**config.mk**
```make
export PLATFORM = sky130hd
export DESIGN_NAME = lsu_top
export DESIGN_NICKNAME = d
export VERILOG_FILES = /design/src/hw/lsu_pkg.sv /design/src/hw/lsu_top.sv /design/src/hw/lsu_writeback.sv /design/src/hw/lsu_issue.sv
export VERILOG_INCLUDE_DIRS = /design/src /design/src/hw
export SDC_FILE = /design/constraint.sdc
export NUM_CORES = 1
export LEC_CHECK = 0
export BUFFER_PORTS_ARGS = -buffer_cell sky130_fd_sc_hd__clkbuf_2
export CORE_ASPECT_RATIO = 0.8
export CORE_UTILIZATION = 25
export CTS_CLUSTER_SIZE = 12
export DETAILED_ROUTE_END_ITERATION = 8
export SLEW_MARGIN = 5
export SYNTH_ARGS = -nofsm -noshare
export SYNTH_HDL_FRONTEND = slang
export SYNTH_SLANG_ARGS = --single-unit
```
**constraint.sdc**
```tcl
create_clock -name clk -period 23 [get_ports clk]
set_input_delay 4.6 -clock clk [delete_from_list [all_inputs] [get_ports clk]]
set_output_delay 4.6 -clock clk [all_outputs]
set_load 0.02 [all_outputs]
```
**src/hw/lsu_settings.svh**
```systemverilog
// access stage constants for bus widths and region select bits

`ifndef LSU_SETTINGS_SVH
`define LSU_SETTINGS_SVH

// ========================================
// data path widths
// ========================================
`define LSU_XLEN              32    // data and address word
`define LSU_XLEN_BYTES        4     // byte lanes per word
`define LSU_REG_ADDR_BITS     5     // register file index

// ========================================
// address map
// ========================================
`define LSU_MM_REG_ADDR_BITS  8     // word index into register region

// one address bit per region
`define LSU_MEM_SPACE_BIT     28
`define LSU_REG_SPACE_BIT     29

`endif
```
**src/hw/lsu_pkg.sv**
```systemverilog
// vector types, enums and request structs shared by the access stage

`include "lsu_settings.svh"

package lsu_pkg;

    // ========================================
    // plain vectors
    // ========================================
    typedef logic [`LSU_XLEN-1:0]             xlen_t;         // data or address word
    typedef logic [`LSU_XLEN_BYTES-1:0]       byte_en_t;      // one bit per lane
    typedef logic [`LSU_REG_ADDR_BITS-1:0]    reg_addr_t;     // rd index
    typedef logic [`LSU_MM_REG_ADDR_BITS-1:0] mm_reg_addr_t;  // register region word index
    typedef logic [1:0]                       byte_offset_t;  // addr[1:0]

    // ========================================
    // enums
    // ========================================
    // funct3 width codes of the RISC-V load/store group
    typedef enum logic [2:0] {
        lb  = 3'b000,
        lh  = 3'b001,
        lw  = 3'b010,
        lbu = 3'b100,
        lhu = 3'b101
    } ls_width_e;

    typedef enum logic [1:0] {
        idle,       // ready for a request
        exception,  // misaligned request seen last cycle
        load_wait   // read strobe out, no response yet
    } lsu_state_e;

    // request from the execution unit
    typedef struct packed {
        logic      load;
        logic      store;
        ls_width_e width;
        xlen_t     addr;
        xlen_t     store_data;
    } lsu_req_t;

    // what the writeback needs to shape a load result
    typedef struct packed {
        ls_width_e    width;
        byte_offset_t offset;
    } load_ctx_t;

endpackage

```
**src/hw/lsu_top.sv**
```systemverilog
// data access stage top joining the access sequencer and the writeback
`timescale 1ns/100ps

module lsu_top import lsu_pkg::*; (
    input  logic         clk,
    input  logic         reset_n,
    // execution unit side
    input  logic         access_enable,
    input  lsu_req_t     req,
    input  logic         save_to_rd,
    input  reg_addr_t    rd_addr,
    input  xlen_t        rd_data,
    // memory bus
    input  logic         mem_enable_in,
    input  xlen_t        mem_rdata,
    output logic         mem_re,
    output byte_en_t     mem_we,
    output xlen_t        mem_wdata,
    output xlen_t        mem_addr,
    // register region bus
    input  logic         mm_reg_enable_in,
    input  xlen_t        mm_reg_rdata,
    output logic         mm_reg_re,
    output logic         mm_reg_we,
    output xlen_t        mm_reg_wdata,
    output mm_reg_addr_t mm_reg_addr,
    // status
    output logic         store_done,
    output logic         load_done,
    output logic         exception_alignment,
    // register file write port
    output logic         reg_we,
    output xlen_t        reg_wdata,
    output reg_addr_t    reg_addr
);

    load_ctx_t load_ctx;  // width and offset of the pending load

    lsu_issue i_issue (
        .clk                 (clk),
        .reset_n             (reset_n),
        .access_enable       (access_enable),
        .req                 (req),
        .mem_enable_in       (mem_enable_in),
        .mm_reg_enable_in    (mm_reg_enable_in),
        .mem_re              (mem_re),
        .mem_we              (mem_we),
        .mem_wdata           (mem_wdata),
        .mem_addr            (mem_addr),
        .mm_reg_re           (mm_reg_re),
        .mm_reg_we           (mm_reg_we),
        .mm_reg_wdata        (mm_reg_wdata),
        .mm_reg_addr         (mm_reg_addr),
        .store_done          (store_done),
        .load_done           (load_done),
        .exception_alignment (exception_alignment),
        .load_ctx            (load_ctx)
    );

    lsu_writeback i_writeback (
        .access_enable (access_enable),
        .save_to_rd    (save_to_rd),
        .rd_addr       (rd_addr),
        .rd_data       (rd_data),
        .load_done     (load_done),
        .load_ctx      (load_ctx),
        .mem_enable_in (mem_enable_in),
        .mem_rdata     (mem_rdata),
        .mm_reg_rdata  (mm_reg_rdata),
        .reg_we        (reg_we),
        .reg_wdata     (reg_wdata),
        .reg_addr      (reg_addr)
    );

endmodule

```
**src/hw/lsu_writeback.sv**
```systemverilog
// load data alignment, extension and register file write selection
`timescale 1ns/100ps

`include "lsu_settings.svh"

module lsu_writeback import lsu_pkg::*; (
    input  logic      access_enable,
    input  logic      save_to_rd,      // execution result wants rd
    input  reg_addr_t rd_addr,
    input  xlen_t     rd_data,
    input  logic      load_done,       // response cycle of a load
    input  load_ctx_t load_ctx,
    input  logic      mem_enable_in,
    input  xlen_t     mem_rdata,
    input  xlen_t     mm_reg_rdata,
    output logic      reg_we,
    output xlen_t     reg_wdata,
    output reg_addr_t reg_addr
);

    xlen_t rdata_sel;      // word from the answering region
    xlen_t rdata_aligned;  // addressed byte moved to lane 0
    xlen_t load_result;

    // ========================================
    // load return path
    // ========================================
    // memory has priority when both answer
    assign rdata_sel = mem_enable_in ? mem_rdata : mm_reg_rdata;

    assign rdata_aligned = rdata_sel >> {load_ctx.offset, 3'b000};

    always_comb begin
        case (load_ctx.width)
            lb: begin
                load_result = {{(`LSU_XLEN-8){rdata_aligned[7]}}, rdata_aligned[7:0]};
            end
            lh: begin
                load_result = {{(`LSU_XLEN-16){rdata_aligned[15]}}, rdata_aligned[15:0]};
            end
            lbu: begin
                load_result = {{(`LSU_XLEN-8){1'b0}}, rdata_aligned[7:0]};
            end
            lhu: begin
                load_result = {{(`LSU_XLEN-16){1'b0}}, rdata_aligned[15:0]};
            end
            default: begin
                load_result = rdata_aligned;  // lw as is
            end
        endcase
    end

    // ========================================
    // register file port
    // ========================================
    // pass-through writes happen in the enable cycle
    assign reg_we    = load_done || (access_enable && save_to_rd);
    assign reg_wdata = load_done ? load_result : rd_data;
    assign reg_addr  = rd_addr;  // source holds rd until load_done

endmodule

```
**src/hw/lsu_issue.sv**
```systemverilog
// access sequencer that checks alignment, decodes the region and drives bus strobes
`timescale 1ns/100ps

`include "lsu_settings.svh"

module lsu_issue import lsu_pkg::*; (
    input  logic         clk,
    input  logic         reset_n,
    input  logic         access_enable,        // one pulse per request
    input  lsu_req_t     req,
    input  logic         mem_enable_in,        // memory read response
    input  logic         mm_reg_enable_in,     // register region read response
    output logic         mem_re,
    output byte_en_t     mem_we,
    output xlen_t        mem_wdata,
    output xlen_t        mem_addr,
    output logic         mm_reg_re,
    output logic         mm_reg_we,
    output xlen_t        mm_reg_wdata,
    output mm_reg_addr_t mm_reg_addr,
    output logic         store_done,
    output logic         load_done,
    output logic         exception_alignment,
    output load_ctx_t    load_ctx
);

    lsu_state_e   state;
    lsu_state_e   state_nxt;
    byte_offset_t offset;
    logic         mem_sel;       // memory region bit
    logic         reg_sel;       // register region bit
    logic         accept;        // request taken this cycle
    logic         misaligned;
    logic         store_go;      // aligned store, strobes next cycle
    logic         load_go;       // aligned load, wait for response
    logic         bad_access;
    logic         resp;          // either region answered
    byte_en_t     lane_mask;
    xlen_t        store_addr;    // held for the write cycle

    // ========================================
    // request decode
    // ========================================
    assign offset  = req.addr[1:0];
    assign mem_sel = req.addr[`LSU_MEM_SPACE_BIT];
    assign reg_sel = req.addr[`LSU_REG_SPACE_BIT];
    assign accept  = access_enable && (state == idle);  // enables outside idle are dropped
    assign resp    = mem_enable_in || mm_reg_enable_in;

    always_comb begin
        case (req.width[1:0])
            2'b00:   misaligned = 1'b0;       // bytes go anywhere
            2'b01:   misaligned = offset[0];  // half needs even address
            default: misaligned = |offset;    // word boundary only
        endcase
    end

    // store wins if both flags are set
    assign store_go   = accept && req.store && !misaligned;
    assign load_go    = accept && !req.store && req.load && !misaligned;
    assign bad_access = accept && (req.store || req.load) && misaligned;

    // lanes start at the byte offset
    always_comb begin
        case (req.width[1:0])
            2'b00:   lane_mask = byte_en_t'(4'b0001) << offset;
            2'b01:   lane_mask = byte_en_t'(4'b0011) << offset;
            default: lane_mask = '1;
        endcase
    end

    // ========================================
    // sequencer
    // ========================================
    always_comb begin
        state_nxt = state;
        case (state)
            idle: begin
                if (bad_access) begin
                    state_nxt = exception;
                end else if (load_go) begin
                    state_nxt = load_wait;
                end
            end
            exception: state_nxt = idle;  // one cycle report
            load_wait: begin
                if (resp) begin
                    state_nxt = idle;
                end
            end
            default: state_nxt = idle;
        endcase
    end

    always_ff @(posedge clk or negedge reset_n) begin
        if (!reset_n) begin
            state      <= idle;
            mem_we     <= '0;
            mm_reg_we  <= 1'b0;
            mm_reg_re  <= 1'b0;
            store_done <= 1'b0;
        end else begin
            state      <= state_nxt;
            mem_we     <= (store_go && mem_sel) ? lane_mask : '0;
            mm_reg_we  <= store_go && reg_sel;
            mm_reg_re  <= load_go && reg_sel;  // register bus reads a cycle late
            store_done <= store_go;
        end
    end

    // payload follows the accepted request
    always_ff @(posedge clk) begin
        if (accept) begin
            mem_wdata    <= req.store_data << {offset, 3'b000};
            mm_reg_wdata <= req.store_data;  // word wide, no lane shift
            mm_reg_addr  <= req.addr[`LSU_MM_REG_ADDR_BITS+1:2];
            store_addr   <= req.addr;
        end
        if (load_go) begin
            load_ctx.width  <= req.width;
            load_ctx.offset <= offset;
        end
    end

    // ========================================
    // combinational strobes
    // ========================================
    assign mem_re              = load_go && mem_sel;  // same cycle as enable
    assign mem_addr            = store_done ? store_addr : req.addr;
    assign load_done           = (state == load_wait) && resp;
    assign exception_alignment = (state == exception);

endmodule

```
# [After elaboration in Yosys (flattened, before gate mapping)]
# Index checks and enable logic that the tools add are counted.
[totals] ram_bits=0 output_inout_bits=152 romBits=0 latchBits=0 word_cells=58 inputBits=176 n_memories=0 regBits=118
[classes] muxes=11 n_bitwise=0 order_cmp=0 n_reduce_logical=24 add_sub_neg=0 div=0 n_mul=0 n_shift=4 eq_ne=8
[ops] op="one-hot mux 32 bit (4 select lines)" count=1
[ops] op="2-to-1 mux 32 bit" count=3
[ops] op="left shift 32 x 5 -> 32 bit" count=1
[ops] op="right shift 32 x 5 -> 32 bit" count=1
[ops] op="logical AND 1 bit" count=14
[ops] op="one-hot mux 4 bit (2 select lines)" count=1
[ops] op="equality test 3 bit (second input constant)" count=2
[ops] op="2-to-1 mux 2 bit" count=3
[ops] op="equality test 2 x 1 -> 1 bit (second input constant)" count=2
[ops] op="zero test 2 bit" count=2
[ops] op="2-to-1 mux 4 bit" count=1
[ops] op="one-hot mux 2 bit (2 select lines)" count=1
[ops] op="left shift 1 x 2 -> 4 bit (first input constant)" count=1
[ops] op="left shift 2 x 2 -> 4 bit (first input constant)" count=1
[ops] op="equality test 3 x 1 -> 1 bit (second input constant)" count=1
[ops] op="zero test 3 bit" count=1
[ops] op="logical OR 1 bit" count=3
[ops] op="!= test 3 x 1 -> 1 bit (second input constant)" count=1
[ops] op="equality test 2 bit (second input constant)" count=1
[ops] op="zero test 1 bit" count=2
[ops] op="!= test 2 x 1 -> 1 bit (second input constant)" count=1
[ops] op="one-hot mux 1 bit (2 select lines)" count=1
[ops] op="AND reduction 2 bit" count=1
[ops] op="OR reduction 2 bit" count=1

# [Logic depth before layout (Yosys ltp)]
[depth] depth_word=8 ltp_mapped=7 ltp_nobuf=4

# [By module]
# From an unflattened synthesis, not the netlist that was laid out.
[hier_totals] cells_unflattened=454 area_unflattened_um2=5969.5
[by_module_without_submodules] module="lsu_issue" area_each_um2=4434.3 seq_area_each_um2=3258.1 instances=1 cells_per_inst=263
[by_module_without_submodules] module="lsu_writeback" area_each_um2=1535.2 seq_area_each_um2=0.0 instances=1 cells_per_inst=191

# [Worst setup path before layout]
# OpenSTA, ideal clock, no wires.
[synth_timing] path_type="input -> output" start="in access_enable" end="out mem_re" path_buffers=0 arrival_time_ps=13471 required_time_ps=18400 cell_stages=4 slack_ps=4929 path_cell_list="nor3b_1 o21ai_0 nor3b_1 and2_1"
[synth_between] elab_chain_cells=5
[synth_lines] item="start: declaration" line="lsu_top.sv:8" rtl="input logic access_enable,"
[synth_lines] item="logical AND 1 bit" line="lsu_issue.sv:47" rtl="assign accept = access_enable && (state == idle);"
[synth_lines] item="logical AND 1 bit (3 in series)" line="lsu_issue.sv:60" rtl="assign load_go = accept && !req.store && req.load && !misaligned;"
[synth_lines] item="logical AND 1 bit" line="lsu_issue.sv:128" rtl="assign mem_re = load_go && mem_sel;"
[synth_lines] item="end: declaration" line="lsu_top.sv:16" rtl="output logic mem_re,"
# Every way passes these cells.

# [Final worst setup path]
[layout_timing] start="in mem_enable_in" end="out reg_wdata[22]"
[layout_between] elab_chain_cells=4 elab_cells_between_ends=6 cone_classes="shift: 1; mux: 3; reduce/logical: 2"
[layout_lines] item="start: declaration" line="lsu_top.sv:14" rtl="input logic mem_enable_in,"
[layout_lines] item="2-to-1 mux 32 bit" line="lsu_writeback.sv:29" rtl="assign rdata_sel = mem_enable_in ? mem_rdata : mm_reg_rdata;"
[layout_lines] item="right shift 32 x 5 -> 32 bit" line="lsu_writeback.sv:31" rtl="assign rdata_aligned = rdata_sel >> {load_ctx.offset, 3'b000};"
[layout_lines] item="one-hot mux 32 bit (4 select lines)" line="lsu_writeback.sv:34" rtl="case (load_ctx.width)"
[layout_lines] item="2-to-1 mux 32 bit (*)" line="lsu_writeback.sv:58" rtl="assign reg_wdata = load_done ? load_result : rd_data;"
[layout_lines] item="end: declaration" line="lsu_top.sv:33" rtl="output xlen_t reg_wdata,"
# Mark *: on every way between the ends. The rest lies on a longest branch, timed or not.

==> run_summary.xml <==
<?xml version="1.0" encoding="UTF-8"?>
<metrics>
  <group name="synth">
    <metric name="postSynthCellCount" unit="">452</metric>
    <metric name="synth.cell_area" unit="um2">5890</metric>
    <metric name="synthesis.yosys.warnings" unit="">0</metric>
    <metric name="synth-seq-cells" unit="">110</metric>
    <metric name="synth_sequential_area_ratio" unit="">0.553</metric>
    <metric name="syn_nets" unit="">628</metric>
    <metric name="avgSynthCellArea" unit="um2">13.0</metric>
    <metric name="yosysUniqueCellTypes" unit="">43</metric>
  </group>
  <group name="clocking">
    <metric name="max-clock-path-buffers" unit="">2</metric>
    <metric name="cts.repair.resized" unit="">0</metric>
    <metric name="cts_post_setup_buffers_inserted" unit="">0</metric>
    <metric name="clock_sink_count" unit="">110</metric>
    <metric name="cts_inserted_buffers" unit="">9</metric>
    <metric name="clk-insertion-delay-late" unit="ps">350</metric>
    <metric name="ctsRootBufferMaster" unit="">sky130_fd_sc_hd__clkbuf_16</metric>
    <metric name="tritoncts" unit="">built</metric>
    <metric name="ctsHtreeMaxLevel" unit="">3</metric>
    <metric name="cts.reportedPaths.clkPinSlew" unit="ps">80</metric>
    <metric name="count_of_hold_fix_buffers_inserted_at_cts" unit="">0</metric>
  </group>
  <group name="route">
    <metric name="vias_per_cell" unit="">4.57</metric>
    <metric name="vias" unit="">4812</metric>
    <metric name="post_detailed_routing_wire_length" unit="mm">18.8</metric>
    <metric name="drt_first_pass_iters" unit="">4</metric>
    <metric name="drc" unit="">0</metric>
    <metric name="antenna_violating_nets_post_route" unit="">0</metric>
    <metric name="avgRoutedWirePerCell" unit="um">17.8</metric>
    <metric name="first_iter_violations" unit="">262</metric>
  </group>
  <group name="sta">
    <metric name="final_period_minus_worst_setup_slack" unit="ps">11630</metric>
    <metric name="hold_viol_final" unit="">0</metric>
    <metric name="final_min_period_over_clock_period" unit="">0.506</metric>
    <metric name="transition_time_at_the_pin_with_the_least_slew_margin" unit="ps">1040</metric>
    <metric name="max_slew_margin" unit="">0.305</metric>
    <metric name="rsz0062_at_grt" unit="">false</metric>
    <metric name="slew_viol_final" unit="">0</metric>
    <metric name="setup_viol_count_final" unit="">0</metric>
    <metric name="fmax" unit="GHz">0.0860</metric>
    <metric name="finalHoldWorstSlack" unit="ps">838</metric>
    <metric name="setup_tns" unit="ps">0</metric>
    <metric name="fin_ws" unit="ps">11370</metric>
    <metric name="finClkSkew" unit="ps">8.59</metric>
  </group>
  <group name="placement">
    <metric name="placement.setup.worst_slack" unit="ps">11320</metric>
    <metric name="portBuffers" unit="">317</metric>
    <metric name="gpl.final_weighted_congestion" unit="">0.841</metric>
    <metric name="hpwl" unit="mm">14.5</metric>
    <metric name="postPlaceCellArea" unit="um2">7650</metric>
  </group>
  <group name="cells_and_area">
    <metric name="postLayoutCellArea" unit="um2">7960</metric>
    <metric name="syn_to_final_growth" unit="%">35.0</metric>
    <metric name="post_route_cells_drive_above_1_share" unit="">0.545</metric>
    <metric name="final_nets" unit="">919</metric>
    <metric name="antenna_cells" unit="">0</metric>
  </group>
  <group name="run">
    <metric name="max_cap_viol_count" unit="">0</metric>
  </group>
  <group name="global_routing">
    <metric name="track_usage" unit="">0.151</metric>
    <metric name="grt_antenna_before_repair" unit="">0</metric>
    <metric name="global_route_total_overflow" unit="">0</metric>
    <metric name="first_global_vias" unit="">4884</metric>
    <metric name="grt_start_max_net_pins" unit="">80</metric>
    <metric name="grt_first_pass_wirelength" unit="mm">28.0</metric>
  </group>
  <group name="die">
    <metric name="placeable_core_region" unit="um2">22800</metric>
    <metric name="fp.dieArea" unit="um2">24200</metric>
    <metric name="floorplan.die.height" unit="um">139</metric>
    <metric name="initial_utilization" unit="">0.258</metric>
    <metric name="site_row_count" unit="">49</metric>
    <metric name="die_w" unit="um">174</metric>
    <metric name="floorplan.io_pins" unit="">328</metric>
  </group>
  <group name="critical_path">
    <metric name="worst_setup_path_end_kind" unit="">primary output</metric>
    <metric name="start_kind" unit="">input pin</metric>
    <metric name="arrival" unit="ps">7030</metric>
    <metric name="crit_fanout" unit="">41</metric>
    <metric name="timing.critical_path.required" unit="ps">18400</metric>
    <metric name="worst-setup-path-type" unit="">input pin to primary output</metric>
  </group>
  <group name="power">
    <metric name="static-leakage-power" unit="nW">3.51</metric>
    <metric name="power.total" unit="W">0.000507</metric>
    <metric name="power_density" unit="nW/um2">63.7</metric>
    <metric name="vdd.ir_drop.worst" unit="V">0.0000486</metric>
  </group>
  <group name="run_status">
    <metric name="outcome" unit="">finished clean</metric>
  </group>
  <group name="worst_hold_path">
    <metric name="min_path_type" unit="">flop to flop</metric>
  </group>
</metrics>
[final cells by class]
cell class	instances	area, um2
Fill cell	2328	14900
Sequential cell	110	3260
Multi-Input combinational cell	294	2350
Timing Repair Buffer	326	1650
Tap cell	306	383
Clock buffer	10	229
Clock inverter	6	71.3
Inverter	2	7.51
[through the flow]
stage               cells   util
global route         1054  0.349
finish               1054  0.349
global placement     1038  0.336
floorplan             452      -
CTS                  1054  0.349
detailed placement   1038  0.336
[power by group]
part | leakage, nW | total, W | internal (W) | switching [W]
Combinational | 2.27 | 0.000110 | 0.0000418 | 0.0000681
Sequential | 1.10 | 0.000239 | 0.000236 | 0.00000387
Clock | 0.146 | 0.000157 | 0.0000856 | 0.0000718
Total | 3.51 | 0.000507 | 0.000363 | 0.000144
[synth_stat cells (all sizes together)]
library cell	number	area (um2)
a22o	1	8.76
or2	2	12.5
mux2	35	394
o2bb2ai	8	76.3
o41ai	1	8.76
o21ai	13	65.1
o211a	1	10.0
a31oi	16	125
nor2	48	183
and2	13	81.3
mux2i	45	450
and2b	1	7.51
a21oi	28	166
clkbuf	11	45.1
nor3	2	10.0
nand2	26	97.6
nor3b	2	15.0
edfxtp	101	3030
dfrtp	9	225
inv	2	7.51
a211oi	8	60.1
nand3	1	10.0
o31a	1	17.5
a21o	1	7.51
nand2b	9	58.8
buf	35	244
o211ai	1	7.51
nor2b	12	75.1
and3	1	6.26
o21bai	1	7.51
mux4	16	372
or3	1	6.26
[path summary, 6_finish.rpt]
path                                         startpoint                                to  slack (ps)  depth (start not counted)
min in group asynchronous                       reset_n       i_issue.mm_reg_re$_DFF_PN0_        4110                          1
hold reg to reg            i_issue.state[0]$_DFFE_PN0P_  i_issue.store_addr[30]$_DFFE_PN_         840                          2
setup / recovery                          mem_enable_in                     reg_wdata[22]       11370                          7
hold / removal             i_issue.state[0]$_DFFE_PN0P_  i_issue.store_addr[30]$_DFFE_PN_         840                          2
setup reg to reg           i_issue.state[1]$_DFFE_PN0P_     i_issue.load_ctx[1]$_DFFE_PN_       20760                          4
max in group asynchronous                       reset_n      i_issue.store_done$_DFF_PN0_       18670                          1
[state kept, by name (all words and copies together), names as in the netlist]
register	flops
i_issue.load_ctx	5
i_issue.mem_wdata	32
i_issue.mem_we	4
i_issue.mm_reg_re	1
i_issue.mm_reg_wdata	32
i_issue.mm_reg_we	1
i_issue.state	2
i_issue.store_addr	32
i_issue.store_done	1
[critical path, cell delays in order]
cell and delay [ps]:
sky130_fd_sc_hd__clkbuf_2 80, sky130_fd_sc_hd__buf_4 500, sky130_fd_sc_hd__nor2_1 210, sky130_fd_sc_hd__nor2_4 780, sky130_fd_sc_hd__o31a_4 500, sky130_fd_sc_hd__a31oi_1 140
sky130_fd_sc_hd__clkbuf_2 180
[layout by cell type, fill, tap and decap left out, drive strengths merged, types with 9 or more instances in the layout]
cell    Yosys  final
a21oi      28     28
mux4       16     16
edfxtp    101    101
mux2i      45     45
nand2b      9      9
dfrtp       9      9
a31oi      16     16
mux2       35     35
nor2b      12     12
nor2       48     48
o21ai      13     13
and2       13     13
clkbuf     11    327
buf        35      9
nand2      26     26
[logic make-up after synthesis]
kind of cell	Yosys count	share of synthesized area
AOI/OAI and AO/OA	80	0.0951
buffers and inverters	48	0.0503
DFF	110	0.553
and+or+nand+nor	118	0.0955
muxes	96	0.206
[metal layers]
layer | GRT usage | wire length, um
met1 | 0.179 | 7690
met2 | 0.263 | 9120
met3 | 0.0516 | 1710
met4 | 0.0388 | 287
met5 | 0 | 0
(Power assumes the default switching activity.)
